## src/hw/spi_pkg.sv

```systemverilog
// fixed 8-bit frames and 8 slave selects; changing data_w or num_slaves changes the command layout.
`default_nettype none

package spi_pkg;

    //////////////////////////////
    // widths
    //////////////////////////////
    localparam int data_w = 8;
    localparam int num_slaves = 8;
    localparam int fifo_depth = 4;
    localparam int ss_w = $clog2(num_slaves);
    localparam int div_w = 2;
    localparam int cmd_w = data_w + ss_w + 2 + div_w;
    localparam int fifo_ptr_w = $clog2(fifo_depth);
    // two spi_clk edges per bit.
    localparam int edge_w = $clog2(2 * data_w);

    typedef logic [data_w-1:0] spi_byte_t;
    typedef logic [1:0] spi_addr_t;
    typedef logic [ss_w-1:0] ss_index_t;
    typedef logic [div_w-1:0] clk_div_t;
    typedef logic [cmd_w-1:0] spi_cmd_t;
    typedef logic [fifo_ptr_w-1:0] fifo_ptr_t;
    typedef logic [fifo_ptr_w:0] fifo_cnt_t;

    //////////////////////////////
    // host register map
    //////////////////////////////
    localparam spi_addr_t addr_ctrl = 2'd0;
    localparam spi_addr_t addr_status = 2'd1;
    localparam spi_addr_t addr_tx = 2'd2;
    localparam spi_addr_t addr_rx = 2'd3;

    // control byte fields.
    localparam int ctrl_ss_lsb = 0;
    localparam int ctrl_cpol = 3;
    localparam int ctrl_cpha = 4;
    localparam int ctrl_div_lsb = 5;
    localparam int ctrl_ie = 7;

    // status byte bits.
    localparam int stat_done = 0;
    localparam int stat_overrun = 1;
    localparam int stat_busy = 2;

    // command layout, msb down: tx byte, slave index, cpol, cpha, divider.
    localparam int cmd_div_lsb = 0;
    localparam int cmd_cpha = div_w;
    localparam int cmd_cpol = div_w + 1;
    localparam int cmd_ss_lsb = div_w + 2;
    localparam int cmd_tx_lsb = div_w + 2 + ss_w;

endpackage

`default_nettype wire

```

## src/hw/spi_host_regs.sv

```systemverilog
// single pending tx slot; a tx write while it is busy is dropped, and rx read clears done/overrun.
`timescale 1ns/100ps
`default_nettype none

module spi_host_regs (
    input  wire                     sclk,
    input  wire                     reset,
    input  wire                     cs,
    input  wire                     wr,
    input  wire                     rd,
    input  wire spi_pkg::spi_addr_t addr,
    input  wire spi_pkg::spi_byte_t wdata,
    output spi_pkg::spi_byte_t      rdata,
    output logic                    irq,
    output logic                    cmd_in_req,
    input  wire                     cmd_in_ack,
    output spi_pkg::spi_cmd_t       cmd_in,
    input  wire                     rx_valid,
    input  wire spi_pkg::spi_byte_t rx_byte
);
    import spi_pkg::*;

    spi_byte_t ctrl_reg;
    spi_byte_t rx_reg;
    spi_byte_t status;
    logic      slot_full;
    logic      done;
    logic      overrun;
    logic      ctrl_wr;
    logic      tx_wr;
    logic      rx_rd;
    logic      tx_accept;
    logic      handoff;

    // host bus decode.
    assign ctrl_wr = cs && wr && (addr == addr_ctrl);
    assign tx_wr = cs && wr && (addr == addr_tx);
    assign rx_rd = cs && rd && (addr == addr_rx);
    assign tx_accept = tx_wr && !slot_full;
    assign handoff = cmd_in_req && cmd_in_ack;

    always_ff @(posedge sclk) begin
        if (reset) begin
            ctrl_reg <= '0;
        end else if (ctrl_wr) begin
            ctrl_reg <= wdata;
        end
    end

    //////////////////////////////
    // command producer
    //////////////////////////////

    // slot frees once the fifo has latched it.
    // req waits for ack to fall before it rises again.
    always_ff @(posedge sclk) begin
        if (reset) begin
            slot_full <= 1'b0;
            cmd_in_req <= 1'b0;
        end else if (handoff) begin
            slot_full <= 1'b0;
            cmd_in_req <= 1'b0;
        end else if (tx_accept) begin
            slot_full <= 1'b1;
            cmd_in_req <= !cmd_in_ack;
        end else if (slot_full && !cmd_in_ack) begin
            cmd_in_req <= 1'b1;
        end
    end

    // snapshot of the control byte rides along with the data.
    always_ff @(posedge sclk) begin
        if (tx_accept) begin
            cmd_in[cmd_tx_lsb +: data_w] <= wdata;
            cmd_in[cmd_ss_lsb +: ss_w] <= ctrl_reg[ctrl_ss_lsb +: ss_w];
            cmd_in[cmd_cpol] <= ctrl_reg[ctrl_cpol];
            cmd_in[cmd_cpha] <= ctrl_reg[ctrl_cpha];
            cmd_in[cmd_div_lsb +: div_w] <= ctrl_reg[ctrl_div_lsb +: div_w];
        end
    end

    //////////////////////////////
    // receive side and status
    //////////////////////////////

    // a new byte wins over a same-cycle rx read.
    always_ff @(posedge sclk) begin
        if (reset) begin
            done <= 1'b0;
            overrun <= 1'b0;
        end else if (rx_valid) begin
            done <= 1'b1;
            if (done && !rx_rd) begin
                overrun <= 1'b1;
            end else if (rx_rd) begin
                overrun <= 1'b0;
            end
        end else if (rx_rd) begin
            done <= 1'b0;
            overrun <= 1'b0;
        end
    end

    always_ff @(posedge sclk) begin
        if (rx_valid) begin
            rx_reg <= rx_byte;
        end
    end

    always_comb begin
        status = '0;
        status[stat_done] = done;
        status[stat_overrun] = overrun;
        status[stat_busy] = slot_full;
    end

    // read data holds until the next read.
    always_ff @(posedge sclk) begin
        if (reset) begin
            rdata <= '0;
        end else if (cs && rd) begin
            case (addr)
                addr_ctrl:   rdata <= ctrl_reg;
                addr_status: rdata <= status;
                addr_tx:     rdata <= cmd_in[cmd_tx_lsb +: data_w];
                addr_rx:     rdata <= rx_reg;
            endcase
        end
    end

    assign irq = done && ctrl_reg[ctrl_ie];

endmodule

`default_nettype wire

```

## src/hw/spi_cmd_fifo.sv

```systemverilog
// command queue of fifo_depth entries; four-phase handshakes on both sides, ack held low when full.
`timescale 1ns/100ps
`default_nettype none

module spi_cmd_fifo (
    input  wire                    sclk,
    input  wire                    reset,
    input  wire                    cmd_in_req,
    output logic                   cmd_in_ack,
    input  wire spi_pkg::spi_cmd_t cmd_in,
    output logic                   cmd_out_req,
    input  wire                    cmd_out_ack,
    output spi_pkg::spi_cmd_t      cmd_out
);
    import spi_pkg::*;

    spi_cmd_t  mem [fifo_depth];
    fifo_ptr_t wr_ptr;
    fifo_ptr_t rd_ptr;
    fifo_cnt_t count;
    logic      full;
    logic      empty;
    logic      push;
    logic      pop;

    assign full = (count == fifo_cnt_t'(fifo_depth));
    assign empty = (count == '0);

    // one push per req, taken while ack is still low.
    assign push = cmd_in_req && !cmd_in_ack && !full;

    // the head entry leaves when the engine acks it.
    assign pop = cmd_out_req && cmd_out_ack;

    //////////////////////////////
    // input side, slave
    //////////////////////////////
    always_ff @(posedge sclk) begin
        if (reset) begin
            cmd_in_ack <= 1'b0;
        end else if (push) begin
            cmd_in_ack <= 1'b1;
        end else if (!cmd_in_req) begin
            cmd_in_ack <= 1'b0;
        end
    end

    always_ff @(posedge sclk) begin
        if (push) begin
            mem[wr_ptr] <= cmd_in;
        end
    end

    always_ff @(posedge sclk) begin
        if (reset) begin
            wr_ptr <= '0;
        end else if (push) begin
            if (wr_ptr == fifo_ptr_t'(fifo_depth - 1)) begin
                wr_ptr <= '0;
            end else begin
                wr_ptr <= wr_ptr + 1'b1;
            end
        end
    end

    //////////////////////////////
    // output side, master
    //////////////////////////////

    // head entry stays put while req is up, so it is driven straight from memory.
    assign cmd_out = mem[rd_ptr];

    always_ff @(posedge sclk) begin
        if (reset) begin
            cmd_out_req <= 1'b0;
        end else if (pop) begin
            cmd_out_req <= 1'b0;
        end else if (!empty && !cmd_out_ack) begin
            cmd_out_req <= 1'b1;
        end
    end

    always_ff @(posedge sclk) begin
        if (reset) begin
            rd_ptr <= '0;
        end else if (pop) begin
            if (rd_ptr == fifo_ptr_t'(fifo_depth - 1)) begin
                rd_ptr <= '0;
            end else begin
                rd_ptr <= rd_ptr + 1'b1;
            end
        end
    end

    // occupancy.
    always_ff @(posedge sclk) begin
        if (reset) begin
            count <= '0;
        end else if (push && !pop) begin
            count <= count + 1'b1;
        end else if (pop && !push) begin
            count <= count - 1'b1;
        end
    end

endmodule

`default_nettype wire

```

## src/hw/spi_shift_engine.sv

```systemverilog
// 8-bit msb-first frames in all four modes; spi_clk half period is 2*div+2 sclk cycles, one slave.
`timescale 1ns/100ps
`default_nettype none

module spi_shift_engine (
    input  wire                             sclk,
    input  wire                             reset,
    input  wire                             cmd_out_req,
    output logic                            cmd_out_ack,
    input  wire spi_pkg::spi_cmd_t          cmd_out,
    output logic                            rx_valid,
    output spi_pkg::spi_byte_t              rx_byte,
    output logic                            spi_clk,
    output logic                            mosi,
    input  wire                             miso,
    output logic [spi_pkg::num_slaves-1:0]  ss
);
    import spi_pkg::*;

    typedef enum logic [1:0] {
        s_idle,
        s_setup,
        s_shift,
        s_hold
    } state_t;

    state_t           state;
    spi_byte_t        cmd_tx;
    ss_index_t        cmd_sel;
    clk_div_t         cmd_div;
    logic             cmd_pol;
    logic             cmd_pha;
    clk_div_t         div_code;
    logic             cpha;
    logic [div_w:0]   half_cnt;
    logic [edge_w-1:0] edge_cnt;
    spi_byte_t        tx_shift;
    logic             start;
    logic             tick;
    logic             leading;
    logic             sample;

    // command fields.
    assign cmd_tx = cmd_out[cmd_tx_lsb +: data_w];
    assign cmd_sel = cmd_out[cmd_ss_lsb +: ss_w];
    assign cmd_div = cmd_out[cmd_div_lsb +: div_w];
    assign cmd_pol = cmd_out[cmd_cpol];
    assign cmd_pha = cmd_out[cmd_cpha];

    // a new command is taken only from idle.
    assign start = (state == s_idle) && cmd_out_req && !cmd_out_ack;

    // tick ends each half period of spi_clk.
    assign tick = (state != s_idle) && (half_cnt == '0);

    // odd edges (even count before the edge) lead.
    assign leading = !edge_cnt[0];

    // cpha 0 samples on leading edges, cpha 1 on trailing ones.
    assign sample = leading ^ cpha;

    always_ff @(posedge sclk) begin
        if (reset) begin
            cmd_out_ack <= 1'b0;
        end else if (start) begin
            cmd_out_ack <= 1'b1;
        end else if (!cmd_out_req) begin
            cmd_out_ack <= 1'b0;
        end
    end

    //////////////////////////////
    // frame sequencer
    //////////////////////////////

    // setup is the half period between ss low and the first edge.
    // hold is the half period after edge 16, then ss rises.
    always_ff @(posedge sclk) begin
        if (reset) begin
            state <= s_idle;
            spi_clk <= 1'b0;
            mosi <= 1'b0;
            ss <= '1;
            rx_valid <= 1'b0;
            half_cnt <= '0;
            edge_cnt <= '0;
        end else begin
            rx_valid <= 1'b0;
            case (state)
                s_idle: begin
                    if (start) begin
                        state <= s_setup;
                        spi_clk <= cmd_pol;
                        ss <= ~(num_slaves'(1) << cmd_sel);
                        half_cnt <= {cmd_div, 1'b1};
                        edge_cnt <= '0;
                        // cpha 0 needs the first bit out before the first edge.
                        if (!cmd_pha) begin
                            mosi <= cmd_tx[data_w-1];
                        end
                    end
                end
                s_setup, s_shift: begin
                    if (tick) begin
                        spi_clk <= !spi_clk;
                        half_cnt <= {div_code, 1'b1};
                        edge_cnt <= edge_cnt + 1'b1;
                        if (!sample) begin
                            mosi <= tx_shift[data_w-1];
                        end
                        if (edge_cnt == edge_w'(2 * data_w - 1)) begin
                            state <= s_hold;
                        end else begin
                            state <= s_shift;
                        end
                    end else begin
                        half_cnt <= half_cnt - 1'b1;
                    end
                end
                s_hold: begin
                    if (tick) begin
                        ss <= '1;
                        rx_valid <= 1'b1;
                        state <= s_idle;
                    end else begin
                        half_cnt <= half_cnt - 1'b1;
                    end
                end
                default: state <= s_idle;
            endcase
        end
    end

    //////////////////////////////
    // shift registers
    //////////////////////////////
    always_ff @(posedge sclk) begin
        if (start) begin
            div_code <= cmd_div;
            cpha <= cmd_pha;
            // for cpha 0 bit 7 already went out at start.
            tx_shift <= cmd_pha ? cmd_tx : {cmd_tx[data_w-2:0], 1'b0};
        end else if (tick && (state != s_hold)) begin
            if (sample) begin
                rx_byte <= {rx_byte[data_w-2:0], miso};
            end else begin
                tx_shift <= {tx_shift[data_w-2:0], 1'b0};
            end
        end
    end

endmodule

`default_nettype wire

```

## src/hw/spi_master_top.sv

```systemverilog
// host register port plus spi pins; one slave selected per frame, frames run back to back from the queue.
`timescale 1ns/100ps
`default_nettype none

module spi_master_top (
    input  wire                             sclk,
    input  wire                             reset,
    input  wire                             cs,
    input  wire                             wr,
    input  wire                             rd,
    input  wire spi_pkg::spi_addr_t         addr,
    input  wire spi_pkg::spi_byte_t         wdata,
    output wire spi_pkg::spi_byte_t         rdata,
    output wire                             irq,
    output wire                             spi_clk,
    output wire                             mosi,
    input  wire                             miso,
    output wire [spi_pkg::num_slaves-1:0]   ss
);
    import spi_pkg::*;

    // register block to fifo.
    wire           cmd_in_req;
    wire           cmd_in_ack;
    wire spi_cmd_t cmd_in;

    // fifo to shift engine.
    wire           cmd_out_req;
    wire           cmd_out_ack;
    wire spi_cmd_t cmd_out;

    // received byte strobe back to the registers.
    wire            rx_valid;
    wire spi_byte_t rx_byte;

    spi_host_regs i_regs (
        .sclk       (sclk),
        .reset      (reset),
        .cs         (cs),
        .wr         (wr),
        .rd         (rd),
        .addr       (addr),
        .wdata      (wdata),
        .rdata      (rdata),
        .irq        (irq),
        .cmd_in_req (cmd_in_req),
        .cmd_in_ack (cmd_in_ack),
        .cmd_in     (cmd_in),
        .rx_valid   (rx_valid),
        .rx_byte    (rx_byte)
    );

    spi_cmd_fifo i_fifo (
        .sclk        (sclk),
        .reset       (reset),
        .cmd_in_req  (cmd_in_req),
        .cmd_in_ack  (cmd_in_ack),
        .cmd_in      (cmd_in),
        .cmd_out_req (cmd_out_req),
        .cmd_out_ack (cmd_out_ack),
        .cmd_out     (cmd_out)
    );

    spi_shift_engine i_engine (
        .sclk        (sclk),
        .reset       (reset),
        .cmd_out_req (cmd_out_req),
        .cmd_out_ack (cmd_out_ack),
        .cmd_out     (cmd_out),
        .rx_valid    (rx_valid),
        .rx_byte     (rx_byte),
        .spi_clk     (spi_clk),
        .mosi        (mosi),
        .miso        (miso),
        .ss          (ss)
    );

endmodule

`default_nettype wire

```

## config.mk

```make
export PLATFORM = sky130hd
export DESIGN_NAME = spi_master_top
export DESIGN_NICKNAME = d
export VERILOG_FILES = /design/src/hw/spi_pkg.sv /design/src/hw/spi_host_regs.sv /design/src/hw/spi_cmd_fifo.sv /design/src/hw/spi_shift_engine.sv /design/src/hw/spi_master_top.sv
export SDC_FILE = /design/constraint.sdc
export NUM_CORES = 1
export LEC_CHECK = 0
export BUFFER_PORTS_ARGS = -buffer_cell sky130_fd_sc_hd__buf_2
export CORE_MARGIN = 2
export CORE_UTILIZATION = 55
export CTS_BUF_LIST = sky130_fd_sc_hd__clkbuf_16
export DETAILED_ROUTE_END_ITERATION = 8
export PLACE_DENSITY = 0.78
export SLEW_MARGIN = 20
export SYNTH_ARGS = -nofsm -noshare
export SYNTH_HDL_FRONTEND = slang
export SYNTH_SLANG_ARGS = --single-unit
```

## constraint.sdc

```tcl
create_clock -name sclk -period 3 [get_ports sclk]
set_input_delay 0.45 -clock sclk [delete_from_list [all_inputs] [get_ports sclk]]
set_output_delay 0.45 -clock sclk [all_outputs]
set_load 0.02 [all_outputs]
```

## Word level (Yosys, flattened, before mapping)

Memory sizes are Yosys's and may differ from the RTL's. A register that Yosys moved wholly into a read port is not among the register bits.
Index checks and enable logic that the tools add are counted.
W data, S select, Z words.

| storage, ports and cells | value |
|---|---|
| bits in registers | 92 |
| latch bits | 0 |
| RAM bits | 60 |
| ROM bits | 0 |
| output and inout bits | 19 |
| memories | 1 |

| operators by class | value |
|---|---|
| add/sub/neg operators | 6 |
| $mul | 0 |
| div/mod/pow operators | 0 |
| $lt $le $gt $ge | 0 |
| equality and inequality tests | 20 |
| shifts and indexed selects | 1 |
| muxes and demuxes | 48 |
| bitwise operators | 4 |
| reductions and logical operators | 52 |

Memories:

| memory | depth | width | read ports | clocked after memory_dff | write ports | RTL line | source |
|---|---|---|---|---|---|---|---|
| i_fifo.mem | 4 | 15 | 1 | 1 | 1 | spi_cmd_fifo.sv:17 | `spi_cmd_t mem [fifo_depth];` |

Operators by type and width:

| cell | count |
|---|---|
| $mux W8 | 6 |
| $pmux W8 S4 | 1 |
| $mux W1 | 21 |
| $logic_and A1 B1 Y1 | 20 |
| $pmux W8 S2 | 1 |
| $mux W3 | 5 |
| $mux W2 | 7 |
| $reduce_bool A2 Y1 | 7 |
| $eq A2 B2 Y1 const B | 6 |
| $ne A2 B1 Y1 const B | 6 |
| $reduce_and A3 Y1 | 4 |
| $logic_not A1 Y1 | 10 |
| $pmux W3 S3 | 1 |
| $mux W4 | 2 |
| $ne A2 B2 Y1 const B | 4 |
| $not A8 Y8 | 1 |
| $pmux W4 S2 | 1 |
| $reduce_or A2 Y1 | 4 |
| $shl A1 B3 Y8 const A | 1 |
| $logic_not A3 Y1 | 2 |
| $pmux W2 S3 | 1 |
| $sub A3 B1 Y3 const B | 2 |
| $reduce_and A5 Y1 | 1 |
| $add A2 B1 Y2 const B | 2 |
| 10 further kinds | 15 |

## Longest topological paths before layout

Gate-level depths: netlist of the first run.

| logic depth | value |
|---|---|
| word-level depth | 7 |
| mapped depth | 8 |

## Modules after synthesis

From an unflattened synthesis of the first run, not the netlist that was laid out.

| unflattened totals | value |
|---|---|
| cells, all modules | 425 |
| area, all modules | 6228.5 sq um |

By module, submodules not included:

| module | instances | cells each | area each (sq um) |
|---|---|---|---|
| spi_cmd_fifo | 1 | 133 | 2712.6 |
| spi_shift_engine | 1 | 173 | 1864.3 |
| spi_host_regs | 1 | 119 | 1651.6 |

## Worst setup path before layout of the first run

Ideal clock, no wire load.

| path | value |
|---|---|
| kind | flip-flop to flip-flop |
| from | reg i_fifo.count[0] |
| to | reg i_fifo.count[2] |
| library setup time | 71 ps |
| arrival | 1994 ps |
| path slack | 936 ps |
| cell stages (with the launch flop) | 9 |
| cell sequence | dfxtp_1 nor3b_1 nor3_2 ha_1 inv_1 fa_1 xor2_1 or3_1 a21oi_1 |

| between the ends | value |
|---|---|
| cells in the longest elaborated chain, start to end | 6 |
| elaborated cells between the ends (all ways) | 11 |
| those cells by class | 2 x add/sub; 1 x eq/ne; 2 x mux; 6 x reduce/logical |

Ends and longest elaborated chain:

| what | RTL line | source |
|---|---|---|
| from (decl) | spi_cmd_fifo.sv:20 | `fifo_cnt_t count;` |
| from (signal assigned) | spi_cmd_fifo.sv:100 | `count <= count + 1'b1;` |
| from (signal assigned) | spi_cmd_fifo.sv:102 | `count <= count - 1'b1;` |
| $eq A3 B3 Y1 (*) | spi_cmd_fifo.sv:26 | `assign full = (count == fifo_cnt_t'(fifo_depth));` |
| $logic_not A1 Y1 (*) | spi_cmd_fifo.sv:30 | `assign push = cmd_in_req && !cmd_in_ack && !full;` |
| $logic_and A1 B1 Y1 (*) | spi_cmd_fifo.sv:30 |  |
| named net i_fifo.push | spi_cmd_fifo.sv:23 | `logic push;` |
| $logic_not A1 Y1 | spi_cmd_fifo.sv:101 | `end else if (pop && !push) begin` |
| $logic_and A1 B1 Y1 | spi_cmd_fifo.sv:101 |  |
| $reduce_bool A2 Y1 (no source line) | -- |  |

Mark *: on every way through the listed nets, which the timed path passes. The rest lies on a longest branch. The select of a mux whose other input is x is not followed.
A chain may end at the register's enable or synchronous reset.

## Worst setup path after layout of the first run

Same ends and word-level chain as after synthesis.

==> flow_summary.ini, run 1 <==
[floorplan]
die_w_um = 109
io_pins = 35
rows = 38
start_util_pct = 56.0
coreArea_um2 = 10800
die_area_um2 = 11800
fp.dieH_um = 109

[critical_path]
path_class = reg2reg
worstPathArrival_ns = 2.61
slowest_delay_ns = 0.42
crit_required_ns = 3.34
cp_cell_sequence = nor3b_1 > nor3_2 > ha_1 > inv_1 > fa_1 > xor2_1 > or3_1 > a21oi_1
cp_slowest_cell = dfxtp_1
cp_max_fo = 7
r2r-end = i_fifo.count[2]
critPathLaunchType = flop
rrSetupSlack_ns = 0.73
path_delay_family = simple AND/OR/NAND/NOR gates
critical_path_buf_inv_count = 1
worst_r2r_path_depth = 8
timing.rr.start = i_fifo.count[0]
endpoint_kind = flop

[logic_synthesis]
synth-edff-count = 102
ys_ff_latch = 154
synth_ff_type = edfxtp_1
yosys_warnings = 0
syn_area_per_cell_um2 = 15.0
synth_compound_area_share_pct = 6.81
yosys.area_share.adder_pct = 2.81
synth_nets = 433
synth_top_family_by_area = multiplexers
async_flop_share_pct = 0
synth_xor_area_share_pct = 0.724
synthSimpleGateAreaFrac_pct = 7.70
synth_cell_type_count = 48
synth_mux_area_share_pct = 11.5
yosysSeqAreaShare_pct = 67.9
netlist_area_um2 = 6050
syn-instance-count = 404

[route]
drt-met1-wl_um = 4600
highest_layer = met4
via_per_inst = 5.83
route.detailed.drc = 0
drt_iter0_drc = 301
ant_nets = 0
wl_um = 11400
firstDrtPassIters = 4
wl_met3_um = 608
dr_wl_met2_um = 6010
routedWlPerCell_um = 19.0
num_vias = 3482

[power]
p_seq_share_pct = 44.9
power_switching_share_pct = 27.7
p_int_mw = 4.17
power.share.clock_pct = 37.4
p_comb_share_pct = 17.8
power_density_nw_per_um2 = 829
power.switching_mw = 1.60
irDropWorstVdd_mv = 0.705
p_leak_nw = 2.47

[cells_and_area]
synthToLayoutAreaGrowth_pct = 14.9
antenna_cells = 0
final_cell_mix = 102 x edfxtp_1, 52 x dfxtp_1, 34 x buf_2
utilization_pct = 64.4
largest-register = i_fifo.mem
layout-drive-gt1-share_pct = 21.4
largest_reg_flops = 60
reg.largest.list = i_fifo.mem (60), i_regs.cmd_in (15)
final_net_count = 473
final_common_cell = edfxtp_1

[hold_path]
hold_end = i_engine.rx_byte[0]
hold_depth = 1
worstHoldStart = miso
min_path_type = in2reg

[sta]
finalHoldViolCount = 0
tns_ns = 0
slew_headroom_pct = 40.7
worst_slew_pin_slew_ns = 0.890
setup-violations-final = 0
max_freq_ghz = 0.441
min_period_ns = 2.27
finClkSkew_ns = 0.00836
rsz0062_at_grt = false
period_share_pct = 75.6
drv_slew = 0

[global_route]
grt_max_degree = 46
grt_use_total_pct = 21.1
grt_pass1_wl_um = 18100
overflow = 0
grt_pass1_vias = 3558
antenna_found_initial = 0

[clock_tree]
post_cts_buffers = 0
clkTransAtPathRegs_ns = 0.06
cts_buffers = 17
holdBufCountCts = 0
cts.repair.resized = 0
cts_tree = built
cts_buffer_depth = 2
htree_levels = 4
clock_latency_ns = 0.41
cts_num_sinks = 154
clockRootBuffer = clkbuf_16

[flow_run]
cap_violations = 0

[placement]
post-dp-hpwl_um = 7160
place_congestion = 0.795
port_buffers = 34

[run_status]
outcome = completed
[worst max-delay path by stage]
stage,slack (ns),start,cells after the start,end
2_1_floorplan,0.94,i_fifo.count[0],8,i_fifo.count[2]
3_3_place_gp,0.85,i_fifo.count[0],8,i_fifo.count[2]
3_5_place_dp,0.73,i_fifo.count[0],8,i_fifo.count[2]
4_1_cts,0.71,i_fifo.count[0],8,i_fifo.count[2]
5_1_grt,0.57,i_fifo.count[0],8,i_fifo.count[2]
6_report,0.73,i_fifo.count[0],8,i_fifo.count[2]
[cell families (layout without fill, tap and decap cells)]
kind of cell / count (synthesis) / count (layout)
DFF: 154 / 154
and+or+nand+nor: 96 / 96
AOI/OAI and AO/OA: 57 / 57
muxes: 45 / 45
buffers and inverters: 34 / 87
adders and majority gates: 13 / 13
xor gates and xnor gates: 5 / 5
[cells in the mapped netlist, drive strengths merged (3+ instances only)]
library cell	count	area, µm²
nor2	33	124
a211oi	3	22.5
mux2i	21	210
nor3	11	60.1
a31oi	5	31.3
and2	8	50.1
mux2	6	67.6
edfxtp	102	3060
clkbuf	6	22.5
dfxtp	52	1040
nand2b	3	26.3
buf	11	66.3
mux4	18	420
o21ai	13	68.8
xor2	4	35.0
or3	3	18.8
ha	12	150
nand2	21	78.8
a221oi	8	70.1
inv	17	63.8
a21oi	13	65.1
o32a	4	40.0
nand3	5	25.0
[through the flow]
step | hold WS, ns | std cells | setup WS [ns] | instance area, µm² | total power, mW
6_report | 0.213 | 597 | 0.731 | 6950 | 5.76
5_1_grt | 0.187 | 597 | 0.571 | 6950 | 6.02
4_1_cts | 0.192 | 597 | 0.713 | 6940 | 5.79
3_5_place_dp | 0.428 | 565 | 0.729 | 6330 | 3.64
3_3_place_gp | 0.412 | 565 | 0.850 | 6330 | 3.58
2_1_floorplan | 0.400 | 404 | 0.936 | 6050 | 3.39
[final cells by class]
type,count,area (µm²)
flip-flops and latches,154,4100
repair buffers,38,200
multi-input cells,216,1790
clock inverters,14,159
fillers,733,3850
well taps,140,175
inverters,17,63.8
clock buffers,18,450
[per-layer routing]
layer  up-vias  GRT usage (%)
met1      1733           25.5
li1       1611              -
met4         0           5.59
met5         -              0
met2       121           36.3
met3        17           7.29
[power groups by stage]
stage                     clock [mW]  combinational, mW  sequential, mW
after floorplan                    0              0.771            2.61
after global placement             0              0.964            2.62
after detailed placement           0               1.01            2.63
after CTS                       2.19               1.02            2.59
after global routing            2.28               1.14            2.61
final                           2.15               1.02            2.59
Note: power is estimated with default switching activity, not from simulation.
==> run 2: changes to the inputs <==
- CORE_UTILIZATION: 55 -> 54
- PLACE_DENSITY: 0.78 -> 0.8
- clock period: 3 -> 1.9 ns (I/O delays scaled with it)
==> flow_summary.ini, run 2 (synthesized netlist as in run 1, its figures left out) <==
[route]
route.detailed.drc = 0
num_vias = 3621
drt_iter0_drc = 205
via_per_inst = 5.73
firstDrtPassIters = 4
routedWlPerCell_um = 18.7
ant_nets = 0
wl_um = 11800

[critical_path]
critical_path_buf_inv_count = 1
crit_required_ns = 2.25
path_class = reg2reg
cp_slowest_cell = or3_1
slowest_delay_ns = 0.38
endpoint_kind = flop
path_delay_family = simple AND/OR/NAND/NOR gates
cp_cell_sequence = nor3b_4 > nor3_4 > ha_2 > inv_2 > fa_2 > xor2_1 > or3_1 > a21oi_2
cp_max_fo = 2
rrSetupSlack_ns = -0.06
critPathLaunchType = flop
worstPathArrival_ns = 2.31

[cells_and_area]
final_cell_mix = 102 x edfxtp_1, 47 x dfxtp_1, 38 x buf_4
reg.largest.list = i_fifo.mem (60), i_regs.cmd_in (15)
layout-drive-gt1-share_pct = 29.9
largest-register = i_fifo.mem
antenna_cells = 0
finish.instance_area_um2 = 7250
synthToLayoutAreaGrowth_pct = 20.0
largest_reg_flops = 60
final_common_cell = edfxtp_1
final_net_count = 508

[floorplan]
fp.dieH_um = 110
io_pins = 35
coreArea_um2 = 10900
die_w_um = 110
start_util_pct = 55.5
die_area_um2 = 12100
rows = 38

[sta]
finClkSkew_ns = 0.0114
setup-violations-final = 1
rsz0062_at_grt = true
slew_headroom_pct = 67.5
timing.final.ws_setup_ns = -0.0571
max_freq_ghz = 0.511
tns_ns = -0.0571
finalHoldViolCount = 0
worst_slew_pin_slew_ns = 0.487
drv_slew = 0
period_share_pct = 103
min_period_ns = 1.96

[run_status]
violations = setup timing
outcome = complete, but fails checks

[flow_run]
cap_violations = 0

[global_route]
grt_max_degree = 28
overflow = 0
grt_use_total_pct = 22.0
antenna_found_initial = 0
grt_pass1_vias = 3762
grt_pass1_wl_um = 19000

[power]
p_seq_share_pct = 42.6
power_switching_share_pct = 28.4
power_density_nw_per_um2 = 1320
p_int_mw = 6.83
power.share.clock_pct = 36.0
p_comb_share_pct = 21.5
irDropWorstVdd_mv = 1.08
power.switching_mw = 2.72
p_leak_nw = 2.65

[placement]
post_dp_cell_area_um2 = 6610
port_buffers = 34
pre_cts_ws_ns = -0.105
place_congestion = 0.818
post-dp-hpwl_um = 7700

[clock_tree]
cts_buffers = 17
htree_levels = 4
clockRootBuffer = clkbuf_16
clock_latency_ns = 0.43
cts_tree = built
clkTransAtPathRegs_ns = 0.07
cts_num_sinks = 154
cts_buffer_depth = 2

[hold_path]
min_path_type = in2reg
-- run 2: cell count changes in the layout (fill, tap and decap cells not counted), sizes merged --
| cell | delta |
|---|---|
| clkbuf | -1 |
| inv | +2 |
| buf | +35 |
| clkinv | -1 |
-- run 2: worst paths after layout --
kind                                     startpoint                  end  cells after the start
worst max register to register      i_fifo.count[2]      i_fifo.count[2]                      8
worst max-delay path                i_fifo.count[2]      i_fifo.count[2]                      8
worst min-delay path                           miso  i_engine.rx_byte[0]                      1
worst min register to register  i_engine.rx_byte[7]     i_regs.rx_reg[7]                      0
-- run 2: worst register-to-register path: cells and delay by family, from the launching register on --
kind / cells / cell delay, ns
buf+inv: 1 / 0.04
fa+ha+maj: 2 / 0.55
flops: 1 / 0.32
xor+xnor: 1 / 0.18
simple gates: 3 / 0.66
compound gates: 1 / 0.15
-- run 2: timing repair --
| action | CTS | global route |
|---|---|---|
| endpoints found under the setup margin | 1 | 14 |
| hold buffers | 0 | 0 |
| buffers inserted | 3 | 1 |
| resized for setup | 3 | 4 |
| pin swaps | 5 | 1 |
| hold endpoints to repair | 0 | 0 |
-- run 2: power groups by stage --
stage	clock network, mW	registers (mW)	logic, mW
3_5_place_dp	0	4.13	1.98
6_report	3.44	4.06	2.05
2_1_floorplan	0	4.13	1.23
5_1_grt	3.60	4.09	2.23
3_3_place_gp	0	4.12	1.91
4_1_cts	3.47	4.07	2.01
-- run 2: cell type report --
class                   count  area (µm²)
well taps                 140         175
multi-input cells         216        1830
fillers                   743        3630
repair buffers             73         475
flip-flops and latches    154        4110
clock inverters            15         176
clock buffers              17         425
inverters                  17        63.8
-- run 2: routing by layer --
layer  up-vias  wire [µm]  global-route usage, %
li1       1683          -                      -
met1      1812       4910                   26.0
met2       105       6140                   37.8
met3        21        583                   6.76
met4         0        189                   7.78
met5         -          0                      0
-- run 2: per-stage QoR --
stage	power, mW	hold slack (ns)	instances	utilization (%)
6_report	9.55	0.0351	632	66.6
5_1_grt	9.92	0.0123	632	66.6
4_1_cts	9.55	0.0236	631	66.5
3_5_place_dp	6.11	0.406	596	60.7
3_3_place_gp	6.02	0.404	596	60.7
2_1_floorplan	5.37	0.384	404	-
==> run 3: changes to the inputs <==
==> constraint.sdc (replaced) <==
create_clock -name sclk -period 1.9 [get_ports sclk]
set_input_delay 0.38 -clock sclk [delete_from_list [all_inputs] [get_ports sclk]]
set_output_delay 0.38 -clock sclk [all_outputs]
set_load 0.02 [all_outputs]
==> flow_summary.ini, run 3 (synthesized netlist as in run 1, its figures left out) <==
[clock_tree]
clock_latency_ns = 0.41
cts_buffer_depth = 2
htree_levels = 4
cts_tree = built
clockRootBuffer = clkbuf_16
clkTransAtPathRegs_ns = 0.06
holdBufCountCts = 0
cts_num_sinks = 154
cts_buffers = 17

[route]
num_vias = 3602
via_per_inst = 5.73
drt_iter0_drc = 253
wl_um = 12300
ant_nets = 0
route.detailed.drc = 0
routedWlPerCell_um = 19.6
firstDrtPassIters = 4

[critical_path]
critPathLaunchType = flop
cp_slowest_cell = or3_1
endpoint_kind = flop
r2r-end = i_fifo.count[2]
slowest_delay_ns = 0.37
worst_r2r_path_depth = 8
crit_required_ns = 2.24
cp_cell_sequence = nor3b_4 > nor3_4 > ha_2 > inv_2 > fa_2 > xor2_1 > or3_1 > a21oi_2
path_class = reg2reg
cp_max_fo = 2
cp-startpoint = i_fifo.count[2]
rrSetupSlack_ns = -0.03
timing.rr.start = i_fifo.count[2]
worstPathArrival_ns = 2.27

[hold_path]
worstHoldStart = miso
hold_end = i_engine.rx_byte[0]
hold_depth = 1
min_path_type = in2reg

[floorplan]
fp.dieH_um = 110
die_area_um2 = 12100
io_pins = 35
die_w_um = 110
coreArea_um2 = 10900
rows = 38
start_util_pct = 55.5

[placement]
port_buffers = 34
dp_cells = 594
post-dp-hpwl_um = 8120
place_congestion = 0.789
pre_cts_ws_ns = -0.0903

[cells_and_area]
final_common_cell = edfxtp_1
synthToLayoutAreaGrowth_pct = 20.2
final-instance-count-excl-fill = 629
antenna_cells = 0
largest_reg_flops = 60
reg.largest.list = i_fifo.mem (60), i_regs.cmd_in (15)
largest-register = i_fifo.mem
final_net_count = 505
final_cell_mix = 102 x edfxtp_1, 49 x dfxtp_1, 34 x buf_2, 34 x buf_4, 30 x nor2_1
layout-drive-gt1-share_pct = 29.9

[global_route]
antenna_found_initial = 0
grt_pass1_wl_um = 19900
overflow = 0
grt_max_degree = 31
grt_use_total_pct = 22.7
grt_pass1_vias = 3857

[power]
p_comb_share_pct = 21.9
p_leak_nw = 2.65
p_int_mw = 6.82
power.share.clock_pct = 35.4
power.switching_mw = 2.70
p_seq_share_pct = 42.7
power_switching_share_pct = 28.4
power_density_nw_per_um2 = 1310
irDropWorstVdd_mv = 0.959

[sta]
slew_headroom_pct = 69.1
drv_slew = 0
min_period_ns = 1.93
rsz0062_at_grt = true
period_share_pct = 102
finalHoldViolCount = 0
max_freq_ghz = 0.518
worst_slew_pin_slew_ns = 0.463
finClkSkew_ns = 0.0166
setup-violations-final = 1
holdWs_ns = 0.137
timing.final.ws_setup_ns = -0.0297

[flow_run]
cap_violations = 0

[run_status]
violations = setup timing
outcome = complete, but fails checks
run 3: cell types whose count changed in the layout (fill, tap and decap cells not counted), sizes merged:
cell / delta
buf: -3
clkinv: +3
inv: -3
run 3: stage by stage:
step	utilization, %	instance area, µm²	power, mW	setup TNS, ns
after floorplan	-	6080	5.37	-0.0929
after global placement	60.7	6610	5.96	0
after detailed placement	60.7	6610	6.05	-0.0903
after CTS	66.3	7220	9.42	-0.0357
after global routing	66.7	7270	9.91	-0.122
final	66.7	7270	9.52	-0.0297
run 3: critical path: cells and delay by family, from the launching register on:
kind | cells | cell delay (ns)
compound gates | 1 | 0.12
simple gates | 3 | 0.66
buf+inv | 1 | 0.04
fa+ha+maj | 2 | 0.55
flops | 1 | 0.33
xor+xnor | 1 | 0.16
run 3: area by class of cell:
type	count	area, µm²
clock inverter	15	166
tap	140	175
fill	714	3620
multi-input combinational	216	1860
sequential	154	4110
timing repair buffer	70	465
clock buffer	17	425
inverter	17	63.8
run 3: metal layers:
metal,up-vias,global-route usage (%),routed length [µm]
li1,1675,-,-
met1,1787,26.7,4880
met2,126,39.8,6650
met3,14,5.57,664
met4,0,9.40,104
met5,-,0,0
run 3: how the worst max path moves through the flow:
| stage | endpoint | slack, ns |
|---|---|---|
| global placement | i_fifo.count[2] | 0.03 |
| global route | i_fifo.count[2] | -0.12 |
| finish | i_fifo.count[2] | -0.03 |
| floorplan | i_fifo.count[2] | -0.09 |
| detailed placement | i_fifo.count[2] | -0.09 |
| CTS | i_fifo.count[2] | -0.04 |
run 3: what timing repair did:
action                     in CTS  in global routing
pin swaps                       1                  0
gates resized for setup         1                 10
setup endpoints to repair       1                 13
hold endpoints to repair        0                  0
setup buffers                   2                  1
run 3: power groups by stage:
stage,Combinational (mW),Clock [mW],Sequential [mW]
2_1_floorplan,1.23,0,4.13
3_3_place_gp,1.85,0,4.12
3_5_place_dp,1.92,0,4.14
4_1_cts,1.94,3.41,4.07
5_1_grt,2.28,3.54,4.09
6_report,2.09,3.37,4.07
